--- config.mk ---
export PLATFORM = sky130hd
export DESIGN_NAME = opxDecodeTop
export DESIGN_NICKNAME = d
export VERILOG_FILES = /design/src/common/opxPkg.sv /design/src/design/instrQueue.sv /design/src/decode/aluGroupDecoder.sv /design/src/decode/ldsGroupDecoder.sv /design/src/decode/jumpGroupDecoder.sv /design/src/decode/opxMultiplexer.sv /design/src/design/phaseSequencer.sv /design/src/design/opxDecodeTop.sv
export VERILOG_INCLUDE_DIRS = /design/src /design/src/common
export SDC_FILE = /design/constraint.sdc
export NUM_CORES = 1
export LEC_CHECK = 0
export ABC_AREA = 1
export ABC_CLOCK_PERIOD_IN_PS = 5900
export BUFFER_PORTS_ARGS = -buffer_cell sky130_fd_sc_hd__buf_2
export CAP_MARGIN = 20
export CORE_MARGIN = 3
export CORE_UTILIZATION = 59
export DETAILED_ROUTE_END_ITERATION = 6
export PLACE_DENSITY_LB_ADDON = 0.15
export SLEW_MARGIN = 20
export SYNTH_ARGS = -nofsm -noshare
export SYNTH_HDL_FRONTEND = slang
export SYNTH_SLANG_ARGS = --single-unit
--- constraint.sdc ---
create_clock -name CLK -period 5.9 [get_ports CLK]
set_clock_uncertainty 0.2 [all_clocks]
set_input_delay 0.295 -clock CLK [delete_from_list [all_inputs] [get_ports CLK]]
set_output_delay 0.295 -clock CLK [all_outputs]
set_load 0.01 [all_outputs]
--- src/common/cpuConfig.svh ---
`ifndef CPU_CONFIG_SVH
`define CPU_CONFIG_SVH

// width of one instruction word
`define CPU_INSTR_WIDTH 16

// instruction queue entries, which is also the sender's starting credit count
`define CPU_QUEUE_DEPTH 2

// credits held by the fetch source after reset
`define CPU_INIT_CREDITS `CPU_QUEUE_DEPTH

`endif

--- src/common/opxPkg.sv ---
package opxPkg;

	// top two instruction bits
	typedef enum logic [1:0] {
		GROUP_SYSTEM      = 2'd0,
		GROUP_LOAD_STORE  = 2'd1,
		GROUP_JUMP        = 2'd2,
		GROUP_ARITH_LOGIC = 2'd3
	} instrGroup_t;

	typedef enum logic [3:0] {
		ALU_OPX_MOV = 4'd0,
		ALU_OPX_ADD = 4'd1,
		ALU_OPX_SUB = 4'd2,
		ALU_OPX_AND = 4'd3,
		ALU_OPX_OR  = 4'd4,
		ALU_OPX_XOR = 4'd5,
		ALU_OPX_INC = 4'd6,
		ALU_OPX_DEC = 4'd7,
		ALU_OPX_NOT = 4'd8,
		ALU_OPX_SHL = 4'd9,
		ALU_OPX_SHR = 4'd10
	} aluOpx_t;

	typedef enum logic [1:0] {
		ALUA_CONSTX_ZERO = 2'd0,
		ALUA_CONSTX_ONE  = 2'd1,
		ALUA_CONSTX_TWO  = 2'd2,
		ALUA_CONSTX_FOUR = 2'd3
	} aluAConstx_t;

	typedef enum logic {ALUA_SRCX_REG_A = 1'b0, ALUA_SRCX_CONST = 1'b1} aluASrcx_t;

	typedef enum logic [2:0] {
		ALUB_SRCX_REG_B     = 3'd0,
		ALUB_SRCX_PC        = 3'd1,
		ALUB_SRCX_PC_OFFSET = 3'd2,
		ALUB_SRCX_IMM8      = 3'd3,
		ALUB_SRCX_IMM4      = 3'd4
	} aluBSrcx_t;

	typedef enum logic [1:0] {REGA_DINX_ALU_R, REGA_DINX_DATA_BUS, REGA_DINX_PC} regADinx_t;

	typedef enum logic [1:0] {DATA_BUSX_ALU, DATA_BUSX_REG_A, DATA_BUSX_REG_B, DATA_BUSX_PC} dataBusx_t;

	typedef enum logic [1:0] {ADDR_BUSX_PC, ADDR_BUSX_REG_B, ADDR_BUSX_REG_A, ADDR_BUSX_ALU_R} addrBusx_t;

	// one phase bit set at a time
	typedef enum logic [3:0] {
		PHASE_FETCH   = 4'b0001,
		PHASE_DECODE  = 4'b0010,
		PHASE_EXECUTE = 4'b0100,
		PHASE_COMMIT  = 4'b1000
	} phase_t;

	typedef struct packed {
		logic        regAEn;
		logic        regBEn;
		logic        regAWen;
		logic        regBWen;
		aluOpx_t     aluOpx;
		logic        aluLd;
		aluAConstx_t aluAConstx;
		aluASrcx_t   aluASrcx;
		aluBSrcx_t   aluBSrcx;
		regADinx_t   regADinx;
		logic [2:0]  regAAddrx;
		logic [1:0]  regBAddrx;
		dataBusx_t   dataBusx;
		logic        dataBusOen;
		addrBusx_t   addrBusx;
	} controlWord_t;

	typedef struct packed {
		aluBSrcx_t  aluBSrcx;
		logic [1:0] regBAddrx;
	} jumpSelect_t;

endpackage

--- src/design/instrQueue.sv ---
`timescale 1ns/1ps
`include "cpuConfig.svh"

module instrQueue (
	input  logic                        CLK,
	input  logic                        reset,
	input  logic [`CPU_INSTR_WIDTH-1:0] instr,
	input  logic                        instrValid,
	input  logic                        pop,
	output logic [`CPU_INSTR_WIDTH-1:0] head,
	output logic                        notEmpty
);
	localparam int PTR_W = (`CPU_QUEUE_DEPTH > 1) ? $clog2(`CPU_QUEUE_DEPTH) : 1;
	localparam int CNT_W = $clog2(`CPU_QUEUE_DEPTH + 1);

	logic [`CPU_INSTR_WIDTH-1:0] mem [0:`CPU_QUEUE_DEPTH-1];
	logic [PTR_W-1:0] rdPtr;
	logic [PTR_W-1:0] wrPtr;
	logic [CNT_W-1:0] count;
	logic doPop;

	function automatic logic [PTR_W-1:0] nextPtr(input logic [PTR_W-1:0] ptr);
		return (ptr == PTR_W'(`CPU_QUEUE_DEPTH - 1)) ? '0 : ptr + 1'b1;
	endfunction

	assign doPop = pop & notEmpty; // popping an empty queue is ignored
	assign notEmpty = (count != '0);
	assign head = mem[rdPtr];

	always_ff @(posedge CLK) begin
		if (reset) begin
			rdPtr <= '0;
			wrPtr <= '0;
			count <= '0;
		end else begin
			if (instrValid) wrPtr <= nextPtr(wrPtr);
			if (doPop) rdPtr <= nextPtr(rdPtr);
			case ({instrValid, doPop})
				2'b10:   count <= count + 1'b1;
				2'b01:   count <= count - 1'b1;
				default: count <= count;
			endcase
		end
	end

	// credits keep the sender from writing while full
	always_ff @(posedge CLK) begin
		if (instrValid) mem[wrPtr] <= instr;
	end

endmodule

--- src/decode/aluGroupDecoder.sv ---
`timescale 1ns/1ps
`include "cpuConfig.svh"

module aluGroupDecoder (
	input  logic [`CPU_INSTR_WIDTH-1:0] instr,
	output opxPkg::controlWord_t        word
);
	import opxPkg::*;

	aluOpx_t opx;
	logic    isCompare;
	logic    useConst;

	assign opx = aluOpx_t'(instr[13:10]);
	assign isCompare = (opx == ALU_OPX_SUB) && instr[0]; // compare only sets flags
	assign useConst = instr[4];

	always_comb begin
		word.regAEn     = 1'b1;
		word.regBEn     = 1'b1;
		word.regAWen    = ~isCompare;
		word.regBWen    = 1'b0;
		word.aluOpx     = opx;
		word.aluLd      = instr[1];
		word.aluAConstx = useConst ? aluAConstx_t'(instr[3:2]) : ALUA_CONSTX_ONE;
		word.aluASrcx   = useConst ? ALUA_SRCX_CONST : ALUA_SRCX_REG_A;
		word.aluBSrcx   = ALUB_SRCX_REG_B;
		word.regADinx   = REGA_DINX_ALU_R;
		word.regAAddrx  = instr[9:7];
		word.regBAddrx  = instr[6:5];

		// the result stays inside the core so the data bus is left alone
		word.dataBusx   = DATA_BUSX_ALU;
		word.dataBusOen = 1'b0;
		word.addrBusx   = ADDR_BUSX_PC;
	end

endmodule

--- src/decode/ldsGroupDecoder.sv ---
`timescale 1ns/1ps
`include "cpuConfig.svh"

module ldsGroupDecoder (
	input  logic [`CPU_INSTR_WIDTH-1:0] instr,
	output opxPkg::controlWord_t        word
);
	import opxPkg::*;

	logic isStore;

	assign isStore = instr[13];

	always_comb begin
		word.regAEn     = 1'b1;
		word.regBEn     = 1'b1; // register B supplies the address
		word.regAWen    = ~isStore;
		word.regBWen    = 1'b0;
		word.aluOpx     = ALU_OPX_MOV;
		word.aluLd      = 1'b0;
		word.aluAConstx = ALUA_CONSTX_ONE;
		word.aluASrcx   = ALUA_SRCX_REG_A;
		word.aluBSrcx   = ALUB_SRCX_REG_B;
		word.regADinx   = isStore ? REGA_DINX_ALU_R : REGA_DINX_DATA_BUS;
		word.regAAddrx  = instr[12:10];
		word.regBAddrx  = instr[9:8];
		word.dataBusx   = isStore ? DATA_BUSX_REG_A : DATA_BUSX_ALU;
		word.dataBusOen = isStore;
		word.addrBusx   = ADDR_BUSX_REG_B;
	end

endmodule

--- src/decode/jumpGroupDecoder.sv ---
`timescale 1ns/1ps
`include "cpuConfig.svh"

module jumpGroupDecoder (
	input  logic [`CPU_INSTR_WIDTH-1:0] instr,
	output opxPkg::jumpSelect_t         sel
);
	import opxPkg::*;

	logic isRelative;

	assign isRelative = instr[13];

	always_comb begin
		// relative jumps add the offset to the PC, absolute ones take register B
		sel.aluBSrcx  = isRelative ? ALUB_SRCX_PC_OFFSET : ALUB_SRCX_REG_B;
		sel.regBAddrx = instr[12:11];
	end

endmodule

--- src/decode/opxMultiplexer.sv ---
`timescale 1ns/1ps
`include "cpuConfig.svh"

module opxMultiplexer (
	input  logic [`CPU_INSTR_WIDTH-1:0] instr,
	input  opxPkg::controlWord_t        aluWord,
	input  opxPkg::controlWord_t        ldsWord,
	input  opxPkg::jumpSelect_t         jumpSel,
	output opxPkg::controlWord_t        word
);
	import opxPkg::*;

	instrGroup_t  group;
	controlWord_t idleWord;

	assign group = instrGroup_t'(instr[`CPU_INSTR_WIDTH-1 -: 2]);

	// nothing is enabled, the datapath just idles
	always_comb begin
		idleWord.regAEn     = 1'b0;
		idleWord.regBEn     = 1'b0;
		idleWord.regAWen    = 1'b0;
		idleWord.regBWen    = 1'b0;
		idleWord.aluOpx     = ALU_OPX_MOV;
		idleWord.aluLd      = 1'b0;
		idleWord.aluAConstx = ALUA_CONSTX_ONE;
		idleWord.aluASrcx   = ALUA_SRCX_REG_A;
		idleWord.aluBSrcx   = ALUB_SRCX_REG_B;
		idleWord.regADinx   = REGA_DINX_ALU_R;
		idleWord.regAAddrx  = 3'd0;
		idleWord.regBAddrx  = 2'd0;
		idleWord.dataBusx   = DATA_BUSX_ALU;
		idleWord.dataBusOen = 1'b0;
		idleWord.addrBusx   = ldsWord.addrBusx; // address bus keeps the load/store source
	end

	always_comb begin
		case (group)
			GROUP_LOAD_STORE:  word = ldsWord;
			GROUP_ARITH_LOGIC: word = aluWord;
			GROUP_JUMP: begin
				word           = idleWord;
				word.aluBSrcx  = jumpSel.aluBSrcx;
				word.regBAddrx = jumpSel.regBAddrx;
			end
			default:           word = idleWord; // system group only idles
		endcase
	end

endmodule

--- src/design/phaseSequencer.sv ---
`timescale 1ns/1ps
`include "cpuConfig.svh"

module phaseSequencer (
	input  logic                        CLK,
	input  logic                        reset,
	input  logic                        notEmpty,
	input  logic [`CPU_INSTR_WIDTH-1:0] head,
	output logic                        pop,
	output logic [`CPU_INSTR_WIDTH-1:0] curInstr,
	input  opxPkg::controlWord_t        muxWord,
	output opxPkg::phase_t              phase,
	output opxPkg::controlWord_t        ctrl,
	output logic                        ctrlValid,
	output logic                        creditReturn
);
	import opxPkg::*;

	phase_t nextPhase;

	assign pop = (phase == PHASE_FETCH) && notEmpty;
	assign ctrlValid = (phase == PHASE_EXECUTE);
	assign creditReturn = (phase == PHASE_COMMIT); // one credit per retired instruction

	always_comb begin
		case (phase)
			PHASE_FETCH:   nextPhase = notEmpty ? PHASE_DECODE : PHASE_FETCH;
			PHASE_DECODE:  nextPhase = PHASE_EXECUTE;
			PHASE_EXECUTE: nextPhase = PHASE_COMMIT;
			default:       nextPhase = PHASE_FETCH;
		endcase
	end

	always_ff @(posedge CLK) begin
		if (reset) begin
			phase <= PHASE_FETCH;
			ctrl  <= '0;
		end else begin
			phase <= nextPhase;
			if (phase == PHASE_DECODE) ctrl <= muxWord; // held through execute
		end
	end

	// instruction stays put until the next fetch
	always_ff @(posedge CLK) begin
		if (pop) curInstr <= head;
	end

endmodule

--- src/design/opxDecodeTop.sv ---
`timescale 1ns/1ps
`include "cpuConfig.svh"

module opxDecodeTop (
	input  logic                        CLK,
	input  logic                        reset,
	input  logic [`CPU_INSTR_WIDTH-1:0] instr,
	input  logic                        instrValid,
	output opxPkg::controlWord_t        ctrl,
	output logic                        ctrlValid,
	output logic                        creditReturn,
	output opxPkg::phase_t              phase
);
	import opxPkg::*;

	logic [`CPU_INSTR_WIDTH-1:0] head;
	logic [`CPU_INSTR_WIDTH-1:0] curInstr;
	logic         notEmpty;
	logic         pop;
	controlWord_t aluWord;
	controlWord_t ldsWord;
	controlWord_t muxWord;
	jumpSelect_t  jumpSel;

	instrQueue queue (.CLK, .reset, .instr, .instrValid, .pop, .head, .notEmpty);

	phaseSequencer sequencer (
		.CLK, .reset, .notEmpty, .head, .pop, .curInstr,
		.muxWord, .phase, .ctrl, .ctrlValid, .creditReturn
	);

	// every group decoder sees the held instruction, the mux picks one
	aluGroupDecoder aluDecoder (.instr(curInstr), .word(aluWord));
	ldsGroupDecoder ldsDecoder (.instr(curInstr), .word(ldsWord));
	jumpGroupDecoder jumpDecoder (.instr(curInstr), .sel(jumpSel));

	opxMultiplexer groupMux (.instr(curInstr), .aluWord, .ldsWord, .jumpSel, .word(muxWord));

endmodule

# Yosys cells after proc, flatten, opt, wreduce, memory -nomap -nowiden
# Memories as Yosys holds them, arrays and structs flattened. A register that Yosys moved wholly into a read port is not among the register bits.
# Cells that the tools add are included.
classes:
  add_sub_neg: 4
  n_eq_ne: 10
  muxes: 13
  n_bitwise: 3
  reduce_logical: 4
op_table:
  columns: ["operator", "n"]
  rows:
  - ["$pmux 27 s3", 1]
  - ["$pmux 4 s3", 1]
  - ["$eq 4x2->1 const B", 2]
  - ["$mux 1", 7]
  - ["$eq 2x2->1 const B", 3]
  - ["$mux 2", 3]
  - ["$eq 2x1->1 const B", 2]
  - ["$eq 4x1->1 const B", 1]
  - ["$eq 4x3->1 const B", 1]
  - ["$eq 4x4->1 const B", 1]
  - ["$pmux 2 s2", 1]
  - ["$reduce_bool 2->1", 2]
  - ["$add 1x1->1 const B", 2]
  - ["$add 2x1->2 const B", 1]
  - ["$logic_and 1x1->1", 2]
  - ["$not 1->1", 2]
  - ["$sub 2x1->2 const B", 1]
  - ["$and 1x1->1", 1]
totals:
  ff_bits: 35
  ram_bits: 32
  in_bits: 19
  output_inout_bits: 33
  elab_cells: 54
  n_memories: 1
memory_table:
  columns: ["memory", "depth", "width", "read_ports", "rd_clocked_by_memory_dff", "write_ports", "line", "rtl"]
  rows:
  - ["queue.mem", 2, 16, 1, 1, 1, "instrQueue.sv:16", "logic [`CPU_INSTR_WIDTH-1:0] mem [0:`CPU_QUEUE_DEPTH-1];"]

# Longest topological paths before layout
depth:
  word_depth: 5
  mapped_depth: 9
  depth_no_buf: 9

# By module
# A second synthesis with hierarchy kept.
hier_totals:
  cells_unflattened: 446
  area_unflattened_um2: 4220.3
modules_own_cells:
  columns: ["module", "n_inst", "cells_each", "area_each_um2", "seq_area_each_um2"]
  rows:
  - ["phaseSequencer", 1, 191, 1883.1, 1101.1]
  - ["instrQueue", 1, 86, 1442.6, 1061.0]
  - ["opxMultiplexer", 1, 99, 424.2, 0.0]
  - ["aluGroupDecoder", 1, 35, 222.7, 0.0]
  - ["ldsGroupDecoder", 1, 29, 206.4, 0.0]
  - ["jumpGroupDecoder", 1, 6, 41.3, 0.0]

# Least setup slack after synthesis
# OpenSTA, ideal clock, no wires.
synth_timing:
  path_type: "register to register"
  from: "register sequencer.phase[0]"
  to: "register queue.count[1]"
  setup_ps: 115
  arrival_ps: 1706
  required_ps: 5585
  path_slack_ps: 3878
  path_stages_with_launch: 10
  n_path_buf: 0
  period_less_slack_ps: 2022
  path_cell_list: "dfxtp_1 -> inv_1 -> nor2_1 -> nand3_1 -> inv_1 -> ha_1 -> inv_1 -> nand4_1 -> nand2_1 -> nor2_1"
synth_between:
  elab_chain_len: 5
  elab_cells_between_ends: 7
  classes_between: "eq/ne: 3; mux: 1; bitwise: 1; reduce/logical: 2"
synth_lines:
  columns: ["element", "line", "rtl"]
  rows:
  - ["start, declared", "phaseSequencer.sv:12", "output opxPkg::phase_t phase,"]
  - ["start signal, assigned", "phaseSequencer.sv:39", "phase <= nextPhase;"]
  - ["$eq 4x1->1 *", "phaseSequencer.sv:21", "assign pop = (phase == PHASE_FETCH) && notEmpty;"]
  - ["$logic_and 1x1->1 *", "phaseSequencer.sv:21", null]
  - ["named net pop", "opxDecodeTop.sv:19", "logic pop;"]
  - ["$and 1x1->1 *", "instrQueue.sv:26", "assign doPop = pop & notEmpty;"]
  - ["$eq 2x1->1 or $eq 2x2->1 (tied branches)", "instrQueue.sv:38", "case ({instrValid, doPop})"]
  - ["$pmux 2 s2 or $reduce_bool 2->1 (tied branches)", null, null]
  - ["end signal, assigned", "instrQueue.sv:39", "2'b10: count <= count + 1'b1;"]
  - ["end signal, assigned", "instrQueue.sv:40", "2'b01: count <= count - 1'b1;"]
  - ["end signal, assigned", "instrQueue.sv:41", "default: count <= count;"]
  - ["end, declared", "instrQueue.sv:19", "logic [CNT_W-1:0] count;"]
# Mark *: on every way through the listed nets, which the timed path passes. The rest lies on a longest branch.
# A chain may end at the register's enable or synchronous reset.

# Worst setup path after layout
# Ends and elaborated chain as after synthesis.

==> results.txt <==
Status: finished clean
Total grt overflow: 0
Worst Min Path Start: instrValid
Vias in the first global route: 1770
Max_slew headroom: 54.7%
TritonCTS clock tree: yes
Met2 Resource Use GR: 30.8%
Rows: 24
Largest net degree at the start of global routing: 20
# setup viols final: 0
Crit path kind: reg2reg
Ys flop type: edfxtp_1
Drt wl/cell: 12.2 um
Routed vias/inst: 4.89
Final hold vios: 0
Reg2reg setup slack: 3.67 ns
Drt initial violations: 156
CP Max Fanout: 17
Inserted Clock Buffers: 9
Crit Reg-Reg Startpoint: sequencer.phase[0]$_SDFF_PP1_
GRT Util Overall: 18.5%
Async SR Flop Fraction: 0%
Count leader, synth: nand2_1
Max-Cap Viols: 0
Internal: 1.01 mW
Unrepaired setup endpoints after global routing: no
Hold endpoint: queue.wrPtr$_SDFFE_PP0P_
Worst slack, placed: 3.66 ns
Crit path DAT: 2.25 ns
Cell Area, Synth: 0.00291 sq mm
Sink Count: 75
Share of cells above drive strength 1: 20.7%
Max IR drop VDD: 0.258 mV
Synth top area share: 49.5%
Synth warn: 0
Post-DRT Antenna Nets: 0
Hold Path Stages: 3
Sequential-to-total area share from yosys stat: 68.1%
Synth unique cells: 29
Port Buffers: 45
Least-Margin Pin Slew: 0.679 ns
Sequential share of power: 52.9%
Post-synth EDFFs: 48
Starting Density: 63.8%
Sum Neg Setup Slack: 0 ns
Worst hold-check path type: in2reg
Filler cell count in the final layout: 353
Skew-Pair Late Insertion Delay: 0.34 ns
Gpl congestion: 0.825
Die height: 76.2 um
Most frequent cells after synthesis: nand2_1 (91), edfxtp_1 (48), dfxtp_1 (27)
Initial antenna violation count: 0
Max-slew violation count: 0
Setup ws final: 3.67 ns
Final #Nets: 353
P per Cell Area: 417 mW/mm^2
Die Width: 76.2 um
# DRC: 0
DRT Pass-1 Iters: 4
CTS resizes: 0
Combinational Power Share: 18.8%
Gr busiest metal: met2
Critical Path RT: 5.93 ns
Longest Clk Path Bufs: 2
Reg2reg end: queue.count[1]$_SDFFE_PP0P_
Synth Register Bits: 75
Number of H-tree levels: 3
Yosys top cell by area: edfxtp_1
Root buffer cell: clkbuf_8
Routed wire length: 4930 um
Crit. End Element: flip-flop
Fin util: 76.3%
Core ar.: 0.00456 sq mm
Setup crit start kind: flip-flop
Synth Instances: 272
Switching part of the total: 30.4%
Syn Area/Cell: 10.7 sq um
Synth area leaders: edfxtp_1 (50%), dfxtp_1 (19%), nand2_1 (12%)
Clock Power Share: 28.2%
Area of the die: 0.00581 sq mm
Via count: 1971
First-pass GRT wire length: 8210 um
Highest clock rate: 449 MHz
Met3 usage: 4.49%
Final min period: 2.23 ns
Area grow syn2layout: 19.7%
Final period utilization: 37.7%
Pleak: 1.51 nW
Met1 track demand over resource: 22.0%
Post-CTS setup buffer count: 0
Boundary Pins: 52
Hold buffer count at CTS: 16
Worst Reg-to-Reg Cells: 9
CTS clk-pin slew, worst paths: 0.07 ns
Switching power: 0.443 mW
# diodes: 0
Post-DP HPWL: 3170 um
## worst max-delay path, cell delays in order (launching register included)
cell and delay [ns]:
dfxtp_1 0.43, inv_1 0.08, nor2_1 0.09, nand3_1 0.14, inv_1 0.49, ha_1 0.35, inv_1 0.11, nand4_1 0.10
nand2_1 0.08, nor2_1 0.05
## layout by cell type (no fill, tap or decap), types with 2 or more instances in the layout
cell,synthesis,routed
a21oi_1,17,17
buf_2,3,45
bufinv_16,0,2
clkbuf_8,1,9
clkinv_1,2,4
conb_1,1,6
dfxtp_1,27,27
dlygate4sd3_1,0,16
edfxtp_1,48,48
inv_1,13,13
inv_2,2,2
nand2_1,91,91
nand2_4,2,2
nand3_1,14,14
nand4_1,3,3
nor2_1,16,16
nor2_2,2,2
nor3_1,2,2
o21ai_0,6,6
or2_2,2,2
## metrics by stage
step / cells / power [mW] / hold WS [ns] / instance area [sq um]
CTS: 403 / 1.46 / 0.0385 / 3480
finish: 403 / 1.45 / 0.0495 / 3480
global route: 403 / 1.54 / 0.0570 / 3480
global placement: 371 / 1.04 / 0.249 / 3120
floorplan: 277 / 0.980 / 0.194 / 2930
detailed placement: 371 / 1.05 / 0.253 / 3120
## layer usage
metal | vias to the layer above | wire length [um]
met5 | - | 0
met4 | 0 | 117
met3 | 12 | 249
met2 | 53 | 2370
met1 | 896 | 2190
li1 | 1010 | -
## state kept, by name (all words and copies together) (netlist names)
register            cells
queue.mem              32
sequencer.ctrl         19
sequencer.curInstr     16
sequencer.phase         4
queue.count             2
queue.rdPtr             1
queue.wrPtr             1
## logic make-up (layout without fill, tap and decap cells)
family          after synthesis  after routing  synth area share (%)
simple gates                136            136                  20.5
compound gates               25             25                  4.34
fa+ha+maj                     1              1                 0.430
other cells                   1              6                 0.129
flops                        75             75                  68.1
buf+inv                      34             95                  6.53
## worst max path at each step
| stage | to | start |
|---|---|---|
| 3_5_place_dp | queue.count[1]$_SDFFE_PP0P_ | sequencer.phase[0]$_SDFF_PP1_ |
| 2_1_floorplan | queue.count[1]$_SDFFE_PP0P_ | sequencer.phase[0]$_SDFF_PP1_ |
| 6_report | queue.count[1]$_SDFFE_PP0P_ | sequencer.phase[0]$_SDFF_PP1_ |
| 4_1_cts | queue.count[1]$_SDFFE_PP0P_ | sequencer.phase[0]$_SDFF_PP1_ |
| 3_3_place_gp | queue.count[1]$_SDFFE_PP0P_ | sequencer.phase[0]$_SDFF_PP1_ |
| 5_1_grt | queue.count[1]$_SDFFE_PP0P_ | sequencer.phase[0]$_SDFF_PP1_ |
## power groups by stage
stage	Sequential (mW)	Clock [mW]	Combinational (mW)
6_report	0.770	0.411	0.274
2_1_floorplan	0.743	0	0.237
3_3_place_gp	0.778	0	0.259
3_5_place_dp	0.781	0	0.266
5_1_grt	0.786	0.447	0.312
4_1_cts	0.770	0.417	0.276
## layout make-up
type                            instances  area [sq um]  share of cell area (%)
Clock buffer                           10           128                    3.66
Clock inverter                          6          80.1                    2.30
Timing Repair Buffer                   62           393                    11.3
Inverter                               17          63.8                    1.83
Sequential cell                        75          1980                    56.9
Tap cell                               65          81.3                    2.33
Multi-Input combinational cell        168           757                    21.7
Note: power is estimated with default switching activity, not from simulation.
